$ cat src/cpu_pkg.sv
package cpu_pkg;

	// --------------------
	// issue geometry
	localparam int ISSUE_NUM         = 2;   // only 2 is supported
	localparam int DCACHE_PIPE_DEPTH = 2;
	localparam int QUEUE_DEPTH       = 8;   // has to stay a power of two
	localparam int QUEUE_PTR_W       = $clog2(QUEUE_DEPTH);

	// --------------------
	// vector types
	typedef logic [31:0] uint32_t;
	typedef logic [4:0] reg_addr_t;                      // register 0 stands for no register
	typedef logic [$clog2(ISSUE_NUM+1)-1:0] issue_cnt_t;
	typedef logic [QUEUE_PTR_W-1:0] queue_ptr_t;
	typedef logic [QUEUE_PTR_W:0] queue_cnt_t;          // one bit wider so a full queue fits

	typedef enum logic [3:0] {
		OP_NOP,
		OP_ALU,
		OP_LOAD,
		OP_STORE,
		OP_SC,
		OP_BRANCH,
		OP_JUMP,
		OP_MULT,
		OP_MFHILO,
		OP_MTHILO,
		OP_DIV,
		OP_DIVU,
		OP_MFC0,
		OP_MTC0,
		OP_ERET,
		OP_INVALID
	} op_t;

	typedef struct packed {
		logic    valid;
		uint32_t instr;
	} fetch_entry_t;

	typedef struct packed {
		op_t       op;
		reg_addr_t rs1;
		reg_addr_t rs2;
		reg_addr_t rd;
		logic      is_load;         // SC counts as a load
		logic      is_store;
		logic      is_controlflow;
		logic      is_priv;
		logic      is_nonrw_priv;   // changes machine state beyond a register, e.g. ERET
		uint32_t   instr;
	} decoded_instr_t;

endpackage

$ cat src/fetch_if.sv
`timescale 1ns/100ps

interface fetch_if;
	import cpu_pkg::*;

	fetch_entry_t [ISSUE_NUM-1:0] head;   // oldest entry in slot 0
	issue_cnt_t                   pop;    // entries consumed at the next edge

	modport queue (
		output head,
		input  pop
	);

	modport decode (
		input head
	);

	modport issue (
		input  head,
		output pop
	);

endinterface

$ cat src/issue_if.sv
`timescale 1ns/100ps

interface issue_if (input logic clk);
	import cpu_pkg::*;

	decoded_instr_t [ISSUE_NUM-1:0]                        issue_instr;
	issue_cnt_t                                            issue_num;
	decoded_instr_t [ISSUE_NUM-1:0]                        ex_decoded;
	decoded_instr_t [DCACHE_PIPE_DEPTH-1:0][ISSUE_NUM-1:0] dcache_decoded;

	modport issue (
		input  clk,
		output issue_instr,
		output issue_num,
		input  ex_decoded,
		input  dcache_decoded
	);

	modport track (
		input  issue_instr,
		input  issue_num,
		output ex_decoded,
		output dcache_decoded
	);

endinterface

$ cat src/fetch_queue.sv
`timescale 1ns/100ps

module fetch_queue (
	input  logic                                       clk,
	input  logic                                       arst_n,
	input  logic [cpu_pkg::ISSUE_NUM-1:0]              in_valid,
	input  cpu_pkg::uint32_t [cpu_pkg::ISSUE_NUM-1:0]  in_instr,
	output logic                                       in_ready,
	fetch_if.queue                                     fq
);
	import cpu_pkg::*;

	fetch_entry_t entries [QUEUE_DEPTH];
	queue_ptr_t   rd_ptr;
	queue_ptr_t   wr_ptr;
	queue_cnt_t   count;
	issue_cnt_t   push_cnt;
	logic         push;

	// room for a whole pair is required before anything is taken
	assign in_ready = count <= queue_cnt_t'(QUEUE_DEPTH - ISSUE_NUM);
	assign push     = in_ready & in_valid[0];
	assign push_cnt = push ? issue_cnt_t'(in_valid[0]) + issue_cnt_t'(in_valid[1]) : '0;

	// --------------------
	// storage
	always_ff @(posedge clk) begin
		if (push) begin
			for (int i = 0; i < ISSUE_NUM; ++i) begin
				if (in_valid[i])
					entries[wr_ptr + queue_ptr_t'(i)] <= '{valid: 1'b1, instr: in_instr[i]};
			end
		end
	end

	always_ff @(posedge clk or negedge arst_n) begin
		if (!arst_n) begin
			rd_ptr <= '0;
			wr_ptr <= '0;
			count  <= '0;
		end else begin
			wr_ptr <= wr_ptr + queue_ptr_t'(push_cnt);
			rd_ptr <= rd_ptr + queue_ptr_t'(fq.pop);   // pointers wrap by themselves
			count  <= count + queue_cnt_t'(push_cnt) - queue_cnt_t'(fq.pop);
		end
	end

	// --------------------
	// head of the queue
	always_comb begin
		for (int i = 0; i < ISSUE_NUM; ++i) begin
			fq.head[i]       = entries[rd_ptr + queue_ptr_t'(i)];
			fq.head[i].valid = entries[rd_ptr + queue_ptr_t'(i)].valid
				&& count > queue_cnt_t'(i);               // stale slots read as empty
		end
	end

	// a lone instruction always arrives in slot 0
	a_valid_mask: assert property (@(posedge clk) disable iff (!arst_n)
		in_valid[1] |-> in_valid[0])
		else $error("fetch_queue: fetch_valid mask 10 seen");

	// the issue stage may only take what the queue shows as valid
	a_pop_bound: assert property (@(posedge clk) disable iff (!arst_n)
		fq.pop <= issue_cnt_t'(fq.head[0].valid) + issue_cnt_t'(fq.head[1].valid))
		else $error("fetch_queue: pop of %0d exceeds valid head entries", fq.pop);

endmodule

$ cat src/instr_decode.sv
`timescale 1ns/100ps

module instr_decode (
	fetch_if.decode                                           fq,
	output cpu_pkg::decoded_instr_t [cpu_pkg::ISSUE_NUM-1:0] decoded
);
	import cpu_pkg::*;

	function automatic decoded_instr_t decode_word(input uint32_t instr);
		decoded_instr_t d;
		logic [5:0]     opcode;
		logic [5:0]     funct;
		reg_addr_t      rs;
		reg_addr_t      rt;
		opcode  = instr[31:26];
		funct   = instr[5:0];
		rs      = instr[25:21];
		rt      = instr[20:16];
		d       = '0;
		d.instr = instr;
		d.op    = OP_INVALID;
		d.rs1   = rs;                                  // most formats read rs and rt
		d.rs2   = rt;
		case (opcode)
			6'h00: begin                               // R-type
				d.rd = instr[15:11];
				case (funct) inside
					[6'h00:6'h07], [6'h20:6'h2b]: d.op = OP_ALU;
					6'h08, 6'h09: d.op = OP_JUMP;      // jr, jalr
					6'h10, 6'h12: d.op = OP_MFHILO;
					6'h11, 6'h13: d.op = OP_MTHILO;
					6'h18, 6'h19: d.op = OP_MULT;
					6'h1a: d.op = OP_DIV;
					6'h1b: d.op = OP_DIVU;
					default: d.op = OP_INVALID;
				endcase
				d.is_controlflow = d.op == OP_JUMP;
			end
			6'h01: begin                               // regimm branches, rt selects the kind
				d.op             = OP_BRANCH;
				d.rs2            = '0;
				d.rd             = rt[4] ? 5'd31 : 5'd0;
				d.is_controlflow = 1'b1;
			end
			6'h02, 6'h03: begin
				d.op             = OP_JUMP;
				d.rs1            = '0;
				d.rs2            = '0;
				d.rd             = opcode[0] ? 5'd31 : 5'd0;   // jal links to r31
				d.is_controlflow = 1'b1;
			end
			6'h04, 6'h05, 6'h06, 6'h07: begin
				d.op             = OP_BRANCH;
				d.is_controlflow = 1'b1;
			end
			6'h10: begin                               // cop0
				d.rs1     = (rs == 5'h04) ? rt : 5'd0;
				d.rs2     = '0;
				d.rd      = (rs == 5'h00) ? rt : 5'd0;
				d.is_priv = 1'b1;
				if (rs == 5'h00)
					d.op = OP_MFC0;
				else if (rs == 5'h04)
					d.op = OP_MTC0;
				else if (rs[4] && funct == 6'h18) begin
					d.op            = OP_ERET;
					d.is_nonrw_priv = 1'b1;
				end
			end
			6'h1c: begin                               // madd, msub and mul
				d.rd = (funct == 6'h02) ? instr[15:11] : 5'd0;
				d.op = (funct == 6'h02) ? OP_ALU : OP_MULT;
			end
			6'h38: begin
				d.op      = OP_SC;
				d.rd      = rt;                        // success flag comes back in rt
				d.is_load = 1'b1;
			end
			default: begin
				if (opcode[5:3] == 3'b001 || opcode[5:3] == 3'b100 || opcode == 6'h30) begin
					d.op      = (opcode[5] == 1'b1) ? OP_LOAD : OP_ALU;
					d.rs2     = '0;
					d.rd      = rt;
					d.is_load = opcode[5];
				end else if (opcode[5:3] == 3'b101) begin
					d.op       = OP_STORE;
					d.is_store = 1'b1;
				end
			end
		endcase
		return d;
	endfunction

	always_comb begin
		for (int i = 0; i < ISSUE_NUM; ++i)
			decoded[i] = fq.head[i].valid ? decode_word(fq.head[i].instr) : '0;
	end

endmodule

$ cat src/instr_issue.sv
`timescale 1ns/100ps

module instr_issue (
	fetch_if.issue                                           fq,
	input  cpu_pkg::decoded_instr_t [cpu_pkg::ISSUE_NUM-1:0] id_decoded,
	input  logic                                             delayslot_not_exec,
	issue_if.issue                                           it,
	output logic                                             stall_req
);
	import cpu_pkg::*;

	// mfhi/mthi/mflo/mtlo, mult/div and the special2 accumulate ops
	function automatic logic uses_hilo(input uint32_t instr);
		return (instr[31:26] == 6'h00 && instr[5:4] == 2'b01 && !instr[2])
			|| (instr[31:26] == 6'h1c && instr[5:3] == 3'b000 && !instr[1]);
	endfunction

	function automatic logic reads_reg(input decoded_instr_t d, input reg_addr_t r);
		return r != '0 && (d.rs1 == r || d.rs2 == r);
	endfunction

	logic [ISSUE_NUM-1:0] head_valid;
	logic [ISSUE_NUM-1:0] mem_access;
	logic [ISSUE_NUM-1:0] hilo_access;
	logic [ISSUE_NUM-1:0] ssnop;
	logic [ISSUE_NUM-1:0] load_use;
	logic                 slot1_withheld;
	logic                 delayslot_load;
	logic                 priv_in_flight;
	logic                 nonrw_in_flight;
	issue_cnt_t           head_cnt;

	for (genvar i = 0; i < ISSUE_NUM; ++i) begin : g_slot
		assign head_valid[i]  = fq.head[i].valid;
		assign mem_access[i]  = id_decoded[i].is_load | id_decoded[i].is_store;
		assign hilo_access[i] = head_valid[i] & uses_hilo(fq.head[i].instr);
		assign ssnop[i]       = head_valid[i] && fq.head[i].instr == 32'h0000_0040;
	end

	assign head_cnt = issue_cnt_t'(head_valid[0]) + issue_cnt_t'(head_valid[1]);

	// --------------------
	// hazards against instructions in flight
	always_comb begin
		load_use        = '0;
		priv_in_flight  = 1'b0;
		nonrw_in_flight = 1'b0;
		delayslot_load  = id_decoded[0].is_load;
		for (int j = 0; j < ISSUE_NUM; ++j) begin
			priv_in_flight  |= it.ex_decoded[j].is_priv;
			nonrw_in_flight |= it.ex_decoded[j].is_nonrw_priv;
			delayslot_load  |= it.ex_decoded[j].is_load;
			for (int k = 0; k < DCACHE_PIPE_DEPTH; ++k) begin
				priv_in_flight  |= it.dcache_decoded[k][j].is_priv;
				nonrw_in_flight |= it.dcache_decoded[k][j].is_nonrw_priv;
			end
			// the last dcache stage forwards its data, earlier ones cannot
			for (int k = 0; k < DCACHE_PIPE_DEPTH - 1; ++k)
				delayslot_load |= it.dcache_decoded[k][j].is_load;
			for (int i = 0; i < ISSUE_NUM; ++i) begin
				if (it.ex_decoded[j].is_load)
					load_use[i] |= reads_reg(id_decoded[i], it.ex_decoded[j].rd);
				for (int k = 0; k < DCACHE_PIPE_DEPTH - 1; ++k) begin
					if (it.dcache_decoded[k][j].is_load)
						load_use[i] |= reads_reg(id_decoded[i], it.dcache_decoded[k][j].rd);
				end
			end
		end
		load_use       &= head_valid;
		delayslot_load &= id_decoded[1].is_controlflow;
	end

	// --------------------
	// pairing
	assign slot1_withheld = !head_valid[1]
		|| reads_reg(id_decoded[1], id_decoded[0].rd)
		|| (mem_access[0] && mem_access[1])
		|| (hilo_access[0] && hilo_access[1])
		|| delayslot_not_exec                       // branch unit says the slot is squashed
		|| delayslot_load
		|| ssnop != '0                              // ssnop takes a cycle to itself
		|| id_decoded[0].op == OP_SC || id_decoded[1].op == OP_SC
		|| id_decoded[0].is_priv || id_decoded[1].is_priv
		|| id_decoded[1].op == OP_DIV || id_decoded[1].op == OP_DIVU;

	assign stall_req = load_use[0]
		|| (load_use[1] && !slot1_withheld)
		|| (id_decoded[0].is_nonrw_priv && priv_in_flight)
		|| nonrw_in_flight
		|| head_valid == '0;

	always_comb begin
		it.issue_instr = id_decoded;
		it.issue_num   = issue_cnt_t'(ISSUE_NUM);
		fq.pop         = it.issue_num;
		if (stall_req) begin
			it.issue_instr = '0;
			it.issue_num   = '0;
			fq.pop         = '0;
		end else if (slot1_withheld) begin
			it.issue_instr[1] = '0;
			it.issue_num      = issue_cnt_t'(1);
			fq.pop            = issue_cnt_t'(1);
		end
	end

	a_issue_bound: assert property (@(posedge it.clk)
		it.issue_num <= issue_cnt_t'(ISSUE_NUM) && it.issue_num <= head_cnt)
		else $error("instr_issue: issue_num %0d with %0d valid entries", it.issue_num, head_cnt);

	a_stall_quiet: assert property (@(posedge it.clk)
		stall_req |-> it.issue_num == '0 && fq.pop == '0)
		else $error("instr_issue: issue during stall");

endmodule

$ cat src/pipe_track.sv
`timescale 1ns/100ps

module pipe_track (
	input logic    clk,
	input logic    arst_n,
	issue_if.track it
);
	import cpu_pkg::*;

	decoded_instr_t [ISSUE_NUM-1:0]                        ex_q;
	decoded_instr_t [DCACHE_PIPE_DEPTH-1:0][ISSUE_NUM-1:0] dcache_q;
	logic                                                  issued;

	assign issued = it.issue_num != '0;

	// --------------------
	// shadow of execute and the dcache pipeline
	always_ff @(posedge clk or negedge arst_n) begin
		if (!arst_n) begin
			ex_q     <= '0;
			dcache_q <= '0;
		end else begin
			ex_q        <= issued ? it.issue_instr : '0;   // a stall enters as a bubble
			dcache_q[0] <= ex_q;
			for (int k = 1; k < DCACHE_PIPE_DEPTH; ++k)
				dcache_q[k] <= dcache_q[k-1];
		end
	end

	assign it.ex_decoded     = ex_q;
	assign it.dcache_decoded = dcache_q;

endmodule

$ cat src/issue_top.sv
`timescale 1ns/100ps

module issue_top (
	input  logic                          clk,
	input  logic                          arst_n,
	input  logic [cpu_pkg::ISSUE_NUM-1:0] fetch_valid,
	input  cpu_pkg::uint32_t              fetch_instr0,
	input  cpu_pkg::uint32_t              fetch_instr1,
	output logic                          fetch_ready,
	input  logic                          delayslot_not_exec,
	output logic [cpu_pkg::ISSUE_NUM-1:0] issue_valid,
	output cpu_pkg::uint32_t              issue_instr0,
	output cpu_pkg::uint32_t              issue_instr1,
	output logic                          stall_req
);
	import cpu_pkg::*;

	decoded_instr_t [ISSUE_NUM-1:0] id_decoded;

	fetch_if fq_bus ();
	issue_if iss_bus (.clk(clk));

	fetch_queue u_fetch_queue (
		.clk      (clk),
		.arst_n   (arst_n),
		.in_valid (fetch_valid),
		.in_instr ({fetch_instr1, fetch_instr0}),
		.in_ready (fetch_ready),
		.fq       (fq_bus.queue)
	);

	instr_decode u_instr_decode (
		.fq      (fq_bus.decode),
		.decoded (id_decoded)
	);

	instr_issue u_instr_issue (
		.fq                 (fq_bus.issue),
		.id_decoded         (id_decoded),
		.delayslot_not_exec (delayslot_not_exec),
		.it                 (iss_bus.issue),
		.stall_req          (stall_req)
	);

	pipe_track u_pipe_track (
		.clk    (clk),
		.arst_n (arst_n),
		.it     (iss_bus.track)
	);

	// issued slots fill from slot 0 upward
	assign issue_valid[0] = iss_bus.issue_num != '0;
	assign issue_valid[1] = iss_bus.issue_num == issue_cnt_t'(ISSUE_NUM);
	assign issue_instr0   = iss_bus.issue_instr[0].instr;
	assign issue_instr1   = iss_bus.issue_instr[1].instr;

endmodule

$ cat config.mk
export PLATFORM = sky130hd
export DESIGN_NAME = issue_top
export DESIGN_NICKNAME = d
export VERILOG_FILES = /design/src/cpu_pkg.sv /design/src/fetch_if.sv /design/src/issue_if.sv /design/src/fetch_queue.sv /design/src/instr_decode.sv /design/src/instr_issue.sv /design/src/pipe_track.sv /design/src/issue_top.sv
export SDC_FILE = /design/constraint.sdc
export NUM_CORES = 1
export LEC_CHECK = 0
export CORE_ASPECT_RATIO = 1.5
export CORE_MARGIN = 10
export CORE_UTILIZATION = 25
export CTS_CLUSTER_SIZE = 16
export DETAILED_ROUTE_END_ITERATION = 6
export DONT_BUFFER_PORTS = 1
export PLACE_DENSITY = 0.42
export SLEW_MARGIN = 0
export SYNTH_ARGS = -nofsm -noshare
export SYNTH_HDL_FRONTEND = slang
export SYNTH_SLANG_ARGS = --single-unit
$ cat constraint.sdc
create_clock -name clk -period 6.8 [get_ports clk]
set_input_delay 0.34 -clock clk [delete_from_list [all_inputs] [get_ports clk]]
set_output_delay 0.34 -clock clk [all_outputs]
set_load 0.02 [all_outputs]
==> impl_results.md, run 1 <==
- Final setup viols: 0
- Final period util: 96.2%
- Initial antenna violation count: 2
- Startpoint Class: register
- Tot Pwr: 13.7 mW
- Maximum number of pins on one net before global-route repair: 76
- Setup TNS: 0 ns
- RSZ-0062 raised after global routing: no
- Syn_area_per_cell: 12.6 um^2
- Routed length per instance: 29.5 um
- Synth Cell Area: 20800 um^2
- Initial core utilization: 25.2%
- IO Port Bufs: 0
- Seq/Total Area, Yosys: 42.6%
- Min-delay worst type: input pin to register
- Crit path time final: 6.54 ns
- I/O pin count: 137
- Outcome: finished, final reports clean
- Final WL: 86300 um
- Initial detailed-routing violation count: 1158
- CP required: 6.46 ns
- CTS root buf: clkbuf_16
- Bufs on Longest Clock Path: 3
- Commonest non-fill, non-tap cell in the layout: mux2_2
- Max Freq: 153 MHz
- Pins Over Slew Limit: 0
- Clock Pin Slew Worst Setup and Hold Paths: 0.06 ns
- Total number of vias: 15800
- Top post-synthesis cells by area: edfxtp_1, mux2_2, mux4_2, dfrtp_1, mux2i_1
- CTS Buf Count: 35
- Multi-input logic area: 11500 um^2
- First-pass GRT wire length: 123000 um
- Post-synth cell types: 86
- Critical path type: register to primary output
- Power density over the cells: 548 nW/um^2
- Worst Skew: 0.0188 ns
- Total GRT Usage: 17.6%
- Synth area leader: edfxtp_1
- Reg-to-reg critical path startpoint: u_fetch_queue.rd_ptr[0]
- Final WS setup: 0.257 ns
- Diode count: 0
- Post-layout util: 30.3%
- Clk_lat worst skew: 0.54 ns
- Post-route ant nets: 0
- Post-synth top area share: 37.0%
- Vias in the first global route: 16600
- Number of enable flip-flop cells after synthesis: 256
- Die Area: 95200 um^2
- Hold_sp: fetch_instr0[10]
- Leakage: 8.53 nW
- Max_cap viols: 0
- CP Launch Point: u_fetch_queue.rd_ptr[0]
- Fillers: 8351
- Most frequent cells in the layout: mux2_2, edfxtp_1, nor2_1
- Synth-to-Final Area Change: 20.2%
- Total gr overflow: 0
- Core area: 82500 um^2
- Storage cell area: 8850 um^2
- Post-Place Setup Slack: 0.635 ns
- Async SR Flop Fraction: 15.2%
- Drc violations: 0
- Die height: 373 um
- Final Hold Viols: 0
- Hold path depth: 1
- CP max FO: 31
- Synth warn: 0
- Layout cell share with drive strength beyond 1: 34.1%
- HPWL Detailed: 59200 um
- Worst VDD drop: 0.298 mV
- Routability cong.: 0.922
- Drt pass-1 iters: 5
- R2R depth: 21
- Chip width: 255 um
- Crit path DAT: 6.20 ns
- Clock sink total: 302
- # H-tree levels: 2
- Post-synth top flop: edfxtp_1
- Mapped Cells: 1646
- CTS tree: yes
- Synth Register Bits: 302
- WHS: 0.0170 ns
- Final Net Count: 1877
- Row cnt: 129
- Relative slew slack: 28.5%
- CP Capture Type: primary output
- Via density: 5.40
- Worst slew pin tran: 1.06 ns
-- worst paths after layout --
path | endpoint | slack [ns]
max | issue_instr0[0] | 0.26
min | u_fetch_queue.entries[4][10] | 0.02
max reg2reg | u_fetch_queue.count[2] | 0.53
min reg2reg | u_pipe_track.it.dcache_decoded[89] | 0.37
max in group asynchronous | u_fetch_queue.rd_ptr[2] | 6.19
min in group asynchronous | u_fetch_queue.rd_ptr[0] | 0.37
-- repair_timing --
item | CTS | global route
setup buffers | 0 | 0
hold endpoints to repair | 178 | 0
hold buffers | 100 | 0
endpoints found under the setup margin | 0 | 4
gates resized for setup | 0 | 2
-- registers in the layout, indices dropped and copies added, names as in the netlist --
register,count
u_pipe_track.it.dcache_decoded,20
u_fetch_queue.count,4
u_pipe_track.it.ex_decoded,16
u_fetch_queue.entries,256
u_fetch_queue.rd_ptr,3
u_fetch_queue.wr_ptr,3
-- final cells by class --
class,instances,share of cell area [%]
Sequential cell,302,35.5
Tap cell,1113,5.58
Inverter,23,0.346
Multi-Input combinational cell,1204,45.9
Clock buffer,42,3.66
Timing Repair Buffer,227,8.10
Clock inverter,19,0.943
-- cell usage after synthesis (all sizes together), types with 9 or more instances --
cell,count
mux2,276
edfxtp,256
nor2,130
mux4,118
mux2i,101
nand2,71
buf,62
clkbuf,56
nor3,51
dfrtp,46
xnor2,42
a21oi,34
nor4,31
o21ai,30
xor2,29
inv,23
nand4,22
nand3,21
a22oi,16
nor2b,15
o31ai,13
a31oi,12
o22ai,12
ha,11
or3,10
a211oi,9
-- per-layer routing --
| layer | global-route usage [%] | vias to the layer above | routed length [um] |
|---|---|---|---|
| li1 | - | 6842 | - |
| met1 | 20.2 | 8203 | 33400 |
| met2 | 31.3 | 598 | 44000 |
| met3 | 3.08 | 168 | 4890 |
| met4 | 7.93 | 0 | 4070 |
| met5 | 0 | - | 0 |
-- stage by stage --
step / std cells / cell area, um^2
detailed placement: 2769 / 22800
finish: 2930 / 25000
floorplan: 1647 / 20800
global placement: 2769 / 22800
CTS: 2930 / 24900
global route: 2930 / 25000
-- report_power, final --
group | total [mW] | switching [mW] | internal [mW]
registers | 2.74 | 0.321 | 2.42
logic | 8.97 | 5.49 | 3.48
clock network | 1.97 | 0.816 | 1.15
-- cells by family (layout without fill, tap and decap cells) --
kind of cell / after synthesis / after routing / share of synthesized area [%]
adders and majority gates: 15 / 15 / 1.05
AOI/OAI and AO/OA: 205 / 205 / 7.21
and+or+nand+nor: 416 / 416 / 10.1
DFF: 302 / 302 / 42.6
muxes: 495 / 495 / 32.7
other: 1 / 2 / 0.0181
xor gates and xnor gates: 71 / 71 / 3.03
buffers and inverters: 141 / 311 / 3.26
-- worst max-delay path, stage by stage (launching register included) --
cell     delay [ns]
dfrtp_4        0.49
buf_4          0.43
mux4_2         0.55
mux2i_1        0.24
buf_4          0.28
nand2_1        0.19
or4_1          0.68
o22ai_1        0.31
o32ai_1        0.18
and2_1         0.24
and3_1         0.19
a211o_1        0.22
o22ai_1        0.39
buf_4          0.22
o31ai_4        0.09
buf_4          0.29
nor2_1         0.63
Power figures use the tool's default switching activity.
==> run 2, diff against run 1 <==
- ABC_AREA: not set -> 1
- CTS_CLUSTER_DIAMETER: not set -> 80
==> run 2 against run 1 <==
Hold slack better by 0.083 ns. Critical path depth is 4 higher. Non-clock buffer count fell by 82. Die area increased by 1.6%. Clock skew grew 0.0024 ns. Global-route usage is 0.82 points higher. Wire length rose by 6.5%. Cell count increased by 40%. Synthesized area increased by 1.7%. Largest cell class unchanged. Highest routed layer is now met5.
==> impl_results.md, run 2 <==
- Post-route ant nets: 0
- Worst Skew: 0.0212 ns
- Final Net Count: 3062
- Min-delay worst type: input pin to register
- Max FFs per register: 256
- HPWL Detailed: 62200 um
- Layout cell share with drive strength beyond 1: 7.96%
- Largest reg by FF count: u_fetch_queue.entries
- Via density: 4.84
- Buffer count from post-CTS setup fixing: 0
- Crit path time final: 6.26 ns
- Number of enable flip-flop cells after synthesis: 256
- CP max FO: 20
- Routability cong.: 0.940
- Die height: 376 um
- Most frequent cells in the layout: nand2_1, o21ai_0, inv_1
- Top post-synthesis cells by area: edfxtp_1, nand2_1, o21ai_0, nand3_1, dfrtp_1
- CTS Buf Count: 25
- Final period util: 92.0%
- Synth area leader: edfxtp_1
- I/O pin count: 137
- Routed length per instance: 22.4 um
- Syn_area_per_cell: 7.02 um^2
- Cts hold-fix bufs: 34
- Post-synth cell types: 47
- Final WL: 92000 um
- CTS tree: yes
- Vias in the first global route: 19400
- Bufs on Longest Clock Path: 3
- Synth Register Bits: 302
- Commonest non-fill, non-tap cell in the layout: nand2_1
- Worst slew pin tran: 0.955 ns
- RSZ-0062 raised after global routing: no
- Clock sink total: 302
- Most frequent cells after synthesis: nand2_1, o21ai_0, inv_1, edfxtp_1, nand3_1
- CP required: 6.46 ns
- Relative slew slack: 36.4%
- Met2 usage: 33.6%
- Final setup viols: 0
- Clk_lat worst skew: 0.60 ns
- Initial core utilization: 25.2%
- Synth-to-Final Area Change: 11.8%
- GRT met1 Usage: 19.9%
- Clock Pin Slew Worst Setup and Hold Paths: 0.08 ns
- Total number of vias: 19900
- Post-layout util: 28.2%
- Multi-input logic area: 10200 um^2
- Max Freq: 160 MHz
- PostCTS Resize Cnt: 0
- Row cnt: 130
- Chip width: 257 um
- Pins Over Slew Limit: 0
- Die Area: 96700 um^2
- Drc violations: 0
- Synth Cell Area: 21100 um^2
- CTS root buf: clkbuf_16
- Async SR Flop Fraction: 15.2%
- Final Hold Viols: 0
- Cell with the most instances after synthesis: nand2_1
- First-pass GRT wire length: 133000 um
- Met3 Resource Use GR: 3.32%
- Initial detailed-routing violation count: 1417
- Startpoint Class: register
- Storage cell area: 8840 um^2
- Max_cap viols: 0
- Seq/Total Area, Yosys: 41.8%
- Post-synth top flop: edfxtp_1
- Drt pass-1 iters: 6
- Outcome: finished, final reports clean
- # H-tree levels: 1
- Fillers: 9122
- Core area: 83800 um^2
- Total GRT Usage: 18.4%
- Critical path type: register to primary output
- IO Port Bufs: 0
- Post-synth top area share: 36.4%
- Setup TNS: 0 ns
- Synth warn: 0
- Mapped Cells: 3007
- Maximum number of pins on one net before global-route repair: 182
- CP Capture Type: primary output
- Initial antenna violation count: 11
- Crit path DAT: 5.92 ns
- Total gr overflow: 0
- Top Usage Layer GRT: met2
[run 2: layer usage]
layer / vias to the layer above / wire length [um]
li1: 9765 / -
met1: 9336 / 35500
met2: 554 / 46600
met3: 227 / 4690
met4: 18 / 5030
met5: - / 114
[run 2: final cells by class]
cell class | instances | share of cell area [%]
repair buffers | 145 | 5.20
flip-flops and latches | 302 | 37.5
clock buffers | 31 | 2.75
diodes | 1 | 0.0106
well taps | 1122 | 5.95
multi-input cells | 2185 | 43.0
clock inverters | 9 | 0.519
inverters | 319 | 5.09
[run 2: critical path, stage by stage, from the launching register on]
cell	delay [ns]
dfrtp_4	0.52
ha_2	0.23
xnor2_4	0.30
buf_4	0.45
nand3_1	0.15
o21ai_2	0.16
nand2_1	0.17
nor2_4	0.19
nand3_1	0.54
nand3_1	0.52
nand2_1	0.08
nand2_1	0.08
nor2_1	0.04
nand3_1	0.09
nand2_1	0.06
nand2_1	0.05
nand2_1	0.06
nor2_1	0.24
nand3_2	0.35
nor3_1	0.74
buf_4	0.27
[run 2: kinds of logic after synthesis]
logic type               count (synthesis)  synth area share (%)
AND/OR/NAND/NOR                       1555                  30.7
other                                    1                0.0178
XOR/XNOR                                26                  1.11
flip-flops                             302                  41.8
buffers and inverters                  521                  10.6
adder cells (fa/ha/maj)                 15                  1.03
AO/OA/AOI/OAI                          587                  14.6
[run 2: metrics by stage]
step,cell area (um^2),instances,hold slack [ns],worst slack (ns)
6_report,23600,4114,0.0997,0.542
5_1_grt,23600,4114,0.0970,0.267
3_3_place_gp,22500,4039,0.0475,1.09
2_1_floorplan,21100,3008,0.0444,2.43
3_5_place_dp,22500,4039,0.0482,1.03
4_1_cts,23600,4113,0.0727,0.651
[run 2: worst paths after layout]
| path | start | cells past startpoint | slack [ns] | to |
|---|---|---|---|---|
| hold / removal | fetch_instr1[6] | 2 | 0.1 | u_fetch_queue.entries[6][6] |
| min in group asynchronous | arst_n | 2 | 0.27 | u_pipe_track.it.ex_decoded[41] |
| setup reg to reg | u_fetch_queue.rd_ptr[0] | 25 | 0.99 | u_fetch_queue.count[3] |
| setup / recovery | u_fetch_queue.rd_ptr[0] | 20 | 0.54 | issue_instr1[25] |
| hold reg to reg | u_pipe_track.it.dcache_decoded[89] | 0 | 0.37 | u_pipe_track.it.dcache_decoded[201] |
| max in group asynchronous | arst_n | 2 | 6.26 | u_fetch_queue.rd_ptr[0] |
Power of run 2 is left out: the tool's default activity adds up to more than one toggle a clock period on the data nets, which glitch-free logic cannot reach.
==> run 3, diff against run 2 <==
- clock period: 6.8 -> 7.8 ns (I/O delays scaled with it)
==> run 3 against run 2 <==
Register-to-register slack improved by 0.34 ns. Worst setup slack improved by 0.31 ns. Hold slack lost 0.081 ns. Critical endpoint unchanged. Clock skew is 0.014 ns higher. Die area stayed put. First-iteration DRC count fell by 0.64%. Flip-flop and latch count is the same. Sequential share of layout area is 0.15 points higher. Clock-buffer cell count is 4 higher. Global-route usage rose by 0.13 points. Critical path depth is the same. Cell area decreased by 0.40%.
==> impl_results.md, run 3 (same netlist as run 2, synthesis figures left out) <==
- Outcome: finished, final reports clean
- First-pass GRT wire length: 134000 um
- Total gr overflow: 0
- # H-tree levels: 1
- Min-delay worst type: input pin to register
- Synth-to-Final Area Change: 11.3%
- Final setup viols: 0
- Final Net Count: 3050
- Final WL: 92000 um
- Crit path time final: 6.94 ns
- Crit path DAT: 6.55 ns
- Post-route ant nets: 0
- Relative slew slack: 27.2%
- Clock Pin Slew Worst Setup and Hold Paths: 0.07 ns
- Commonest non-fill, non-tap cell in the layout: nand2_1
- Die height: 376 um
- Max FFs per register: 256
- Critical Path Max Stage Delay: 0.90 ns
- Setup TNS: 0 ns
- GRT met1 Usage: 20.6%
- Clk_lat worst skew: 0.61 ns
- Top Usage Layer GRT: met2
- Drc violations: 0
- Layout cell share with drive strength beyond 1: 7.35%
- CP Buf/Inv Count: 3
- Vias in the first global route: 19300
- Row cnt: 130
- Max_cap viols: 0
- Worst slew pin tran: 1.09 ns
- Final period util: 89.0%
- Die Area: 96700 um^2
- Routed length per instance: 22.4 um
- CP required: 7.41 ns
- Most frequent cells in the layout: nand2_1, o21ai_0, inv_1
- HPWL Detailed: 61800 um
- Startpoint Class: register
- Chip width: 257 um
- Total number of vias: 19700
- I/O pin count: 137
- Initial detailed-routing violation count: 1408
- Drt pass-1 iters: 7
- Multi-input logic area: 10200 um^2
- Total GRT Usage: 18.5%
- Largest reg by FF count: u_fetch_queue.entries
- CTS Buf Count: 24
- Bufs on Longest Clock Path: 3
- CTS root buf: clkbuf_16
- Crit path cell chain: ha_2 -> inv_2 -> nand3_1 -> nand3_1 -> nand2_2 -> nor2_2 -> nand2_2 -> nand2_4 -> nor2_2 -> nand3_1 -> inv_1 -> nand2_1 -> nand2_1 -> nor2_1 -> nand3_1 -> nand2_1 -> a21oi_2 -> nand3_2 -> nor3_1 -> buf_4
- Worst Skew: 0.0356 ns
- Final Hold Viols: 0
- Routability cong.: 0.923
- RSZ-0062 raised after global routing: no
- Met2 usage: 34.8%
- CP Capture Type: primary output
- Delay-heaviest family, CP: simple AND/OR/NAND/NOR gates
- Storage cell area: 8840 um^2
- Maximum number of pins on one net before global-route repair: 171
- Core area: 83800 um^2
- Fillers: 9256
- Max Freq: 144 MHz
- Initial core utilization: 25.2%
- Initial antenna violation count: 10
- CTS tree: yes
- Pins Over Slew Limit: 0
- Met3 Resource Use GR: 2.68%
- Clock sink total: 302
- Slowest CP cell: ha_2
- Critical path type: register to primary output
- IO Port Bufs: 0
- Via density: 4.80
- CP max FO: 34
- Most Frequent Cell on Critical Path: nand3_1
- PostCTS Resize Cnt: 0
run 3: changes by cell type in the layout (fill, tap and decap cells not counted), sizes merged:
| cell | change |
|---|---|
| clkinvlp | -2 |
| dlygate4sd3 | +5 |
| clkinv | -4 |
| diode | +2 |
| clkbuf | +4 |
| inv | +2 |
| bufinv | -1 |
| buf | -16 |
run 3: layer usage:
layer | part of all wire, % | vias to the layer above
met2 | 52 | 492
met1 | 39 | 9296
met3 | 4.9 | 141
met5 | 0.081 | -
li1 | - | 9744
met4 | 3.8 | 12
run 3: stage by stage:
stage	utilization (%)	worst slack [ns]	hold slack (ns)	cell area, um^2	std cells
6_report	28.1	0.856	0.0189	23500	4104
5_1_grt	28.1	0.403	0.0205	23500	4104
4_1_cts	28.1	0.774	0.000295	23500	4101
3_5_place_dp	26.7	1.19	0.0977	22300	4023
3_3_place_gp	26.7	1.18	0.0973	22300	4023
2_1_floorplan	-	3.43	0.0944	21100	3008
run 3: layout make-up:
| type | count | area share [%] |
|---|---|---|
| inverter | 319 | 5.11 |
| clock buffer | 35 | 2.95 |
| timing repair buffer | 134 | 4.87 |
| sequential | 302 | 37.6 |
| antenna | 3 | 0.0319 |
| tap | 1122 | 5.97 |
| multi-input combinational | 2185 | 43.2 |
| clock inverter | 4 | 0.250 |
run 3: final timing paths:
check	from	to	slack, ns	cells past startpoint
setup / recovery	u_fetch_queue.rd_ptr[0]	issue_instr1[25]	0.86	20
hold / removal	fetch_instr0[21]	u_fetch_queue.entries[3][21]	0.02	2
setup reg to reg	u_fetch_queue.rd_ptr[0]	u_fetch_queue.count[3]	1.33	25
hold reg to reg	u_pipe_track.it.ex_decoded[33]	u_pipe_track.it.dcache_decoded[33]	0.38	0
max in group asynchronous	arst_n	u_fetch_queue.rd_ptr[0]	7.20	2
min in group asynchronous	arst_n	u_pipe_track.it.dcache_decoded[97]	0.32	2
run 3: what timing repair did:
| item | CTS | global route |
|---|---|---|
| buffers inserted | 0 | 0 |
| endpoints found under the setup margin | 0 | 0 |
| hold buffers | 39 | 0 |
| endpoints found under the hold margin | 280 | 0 |
Power of run 3 is left out for the same reason.
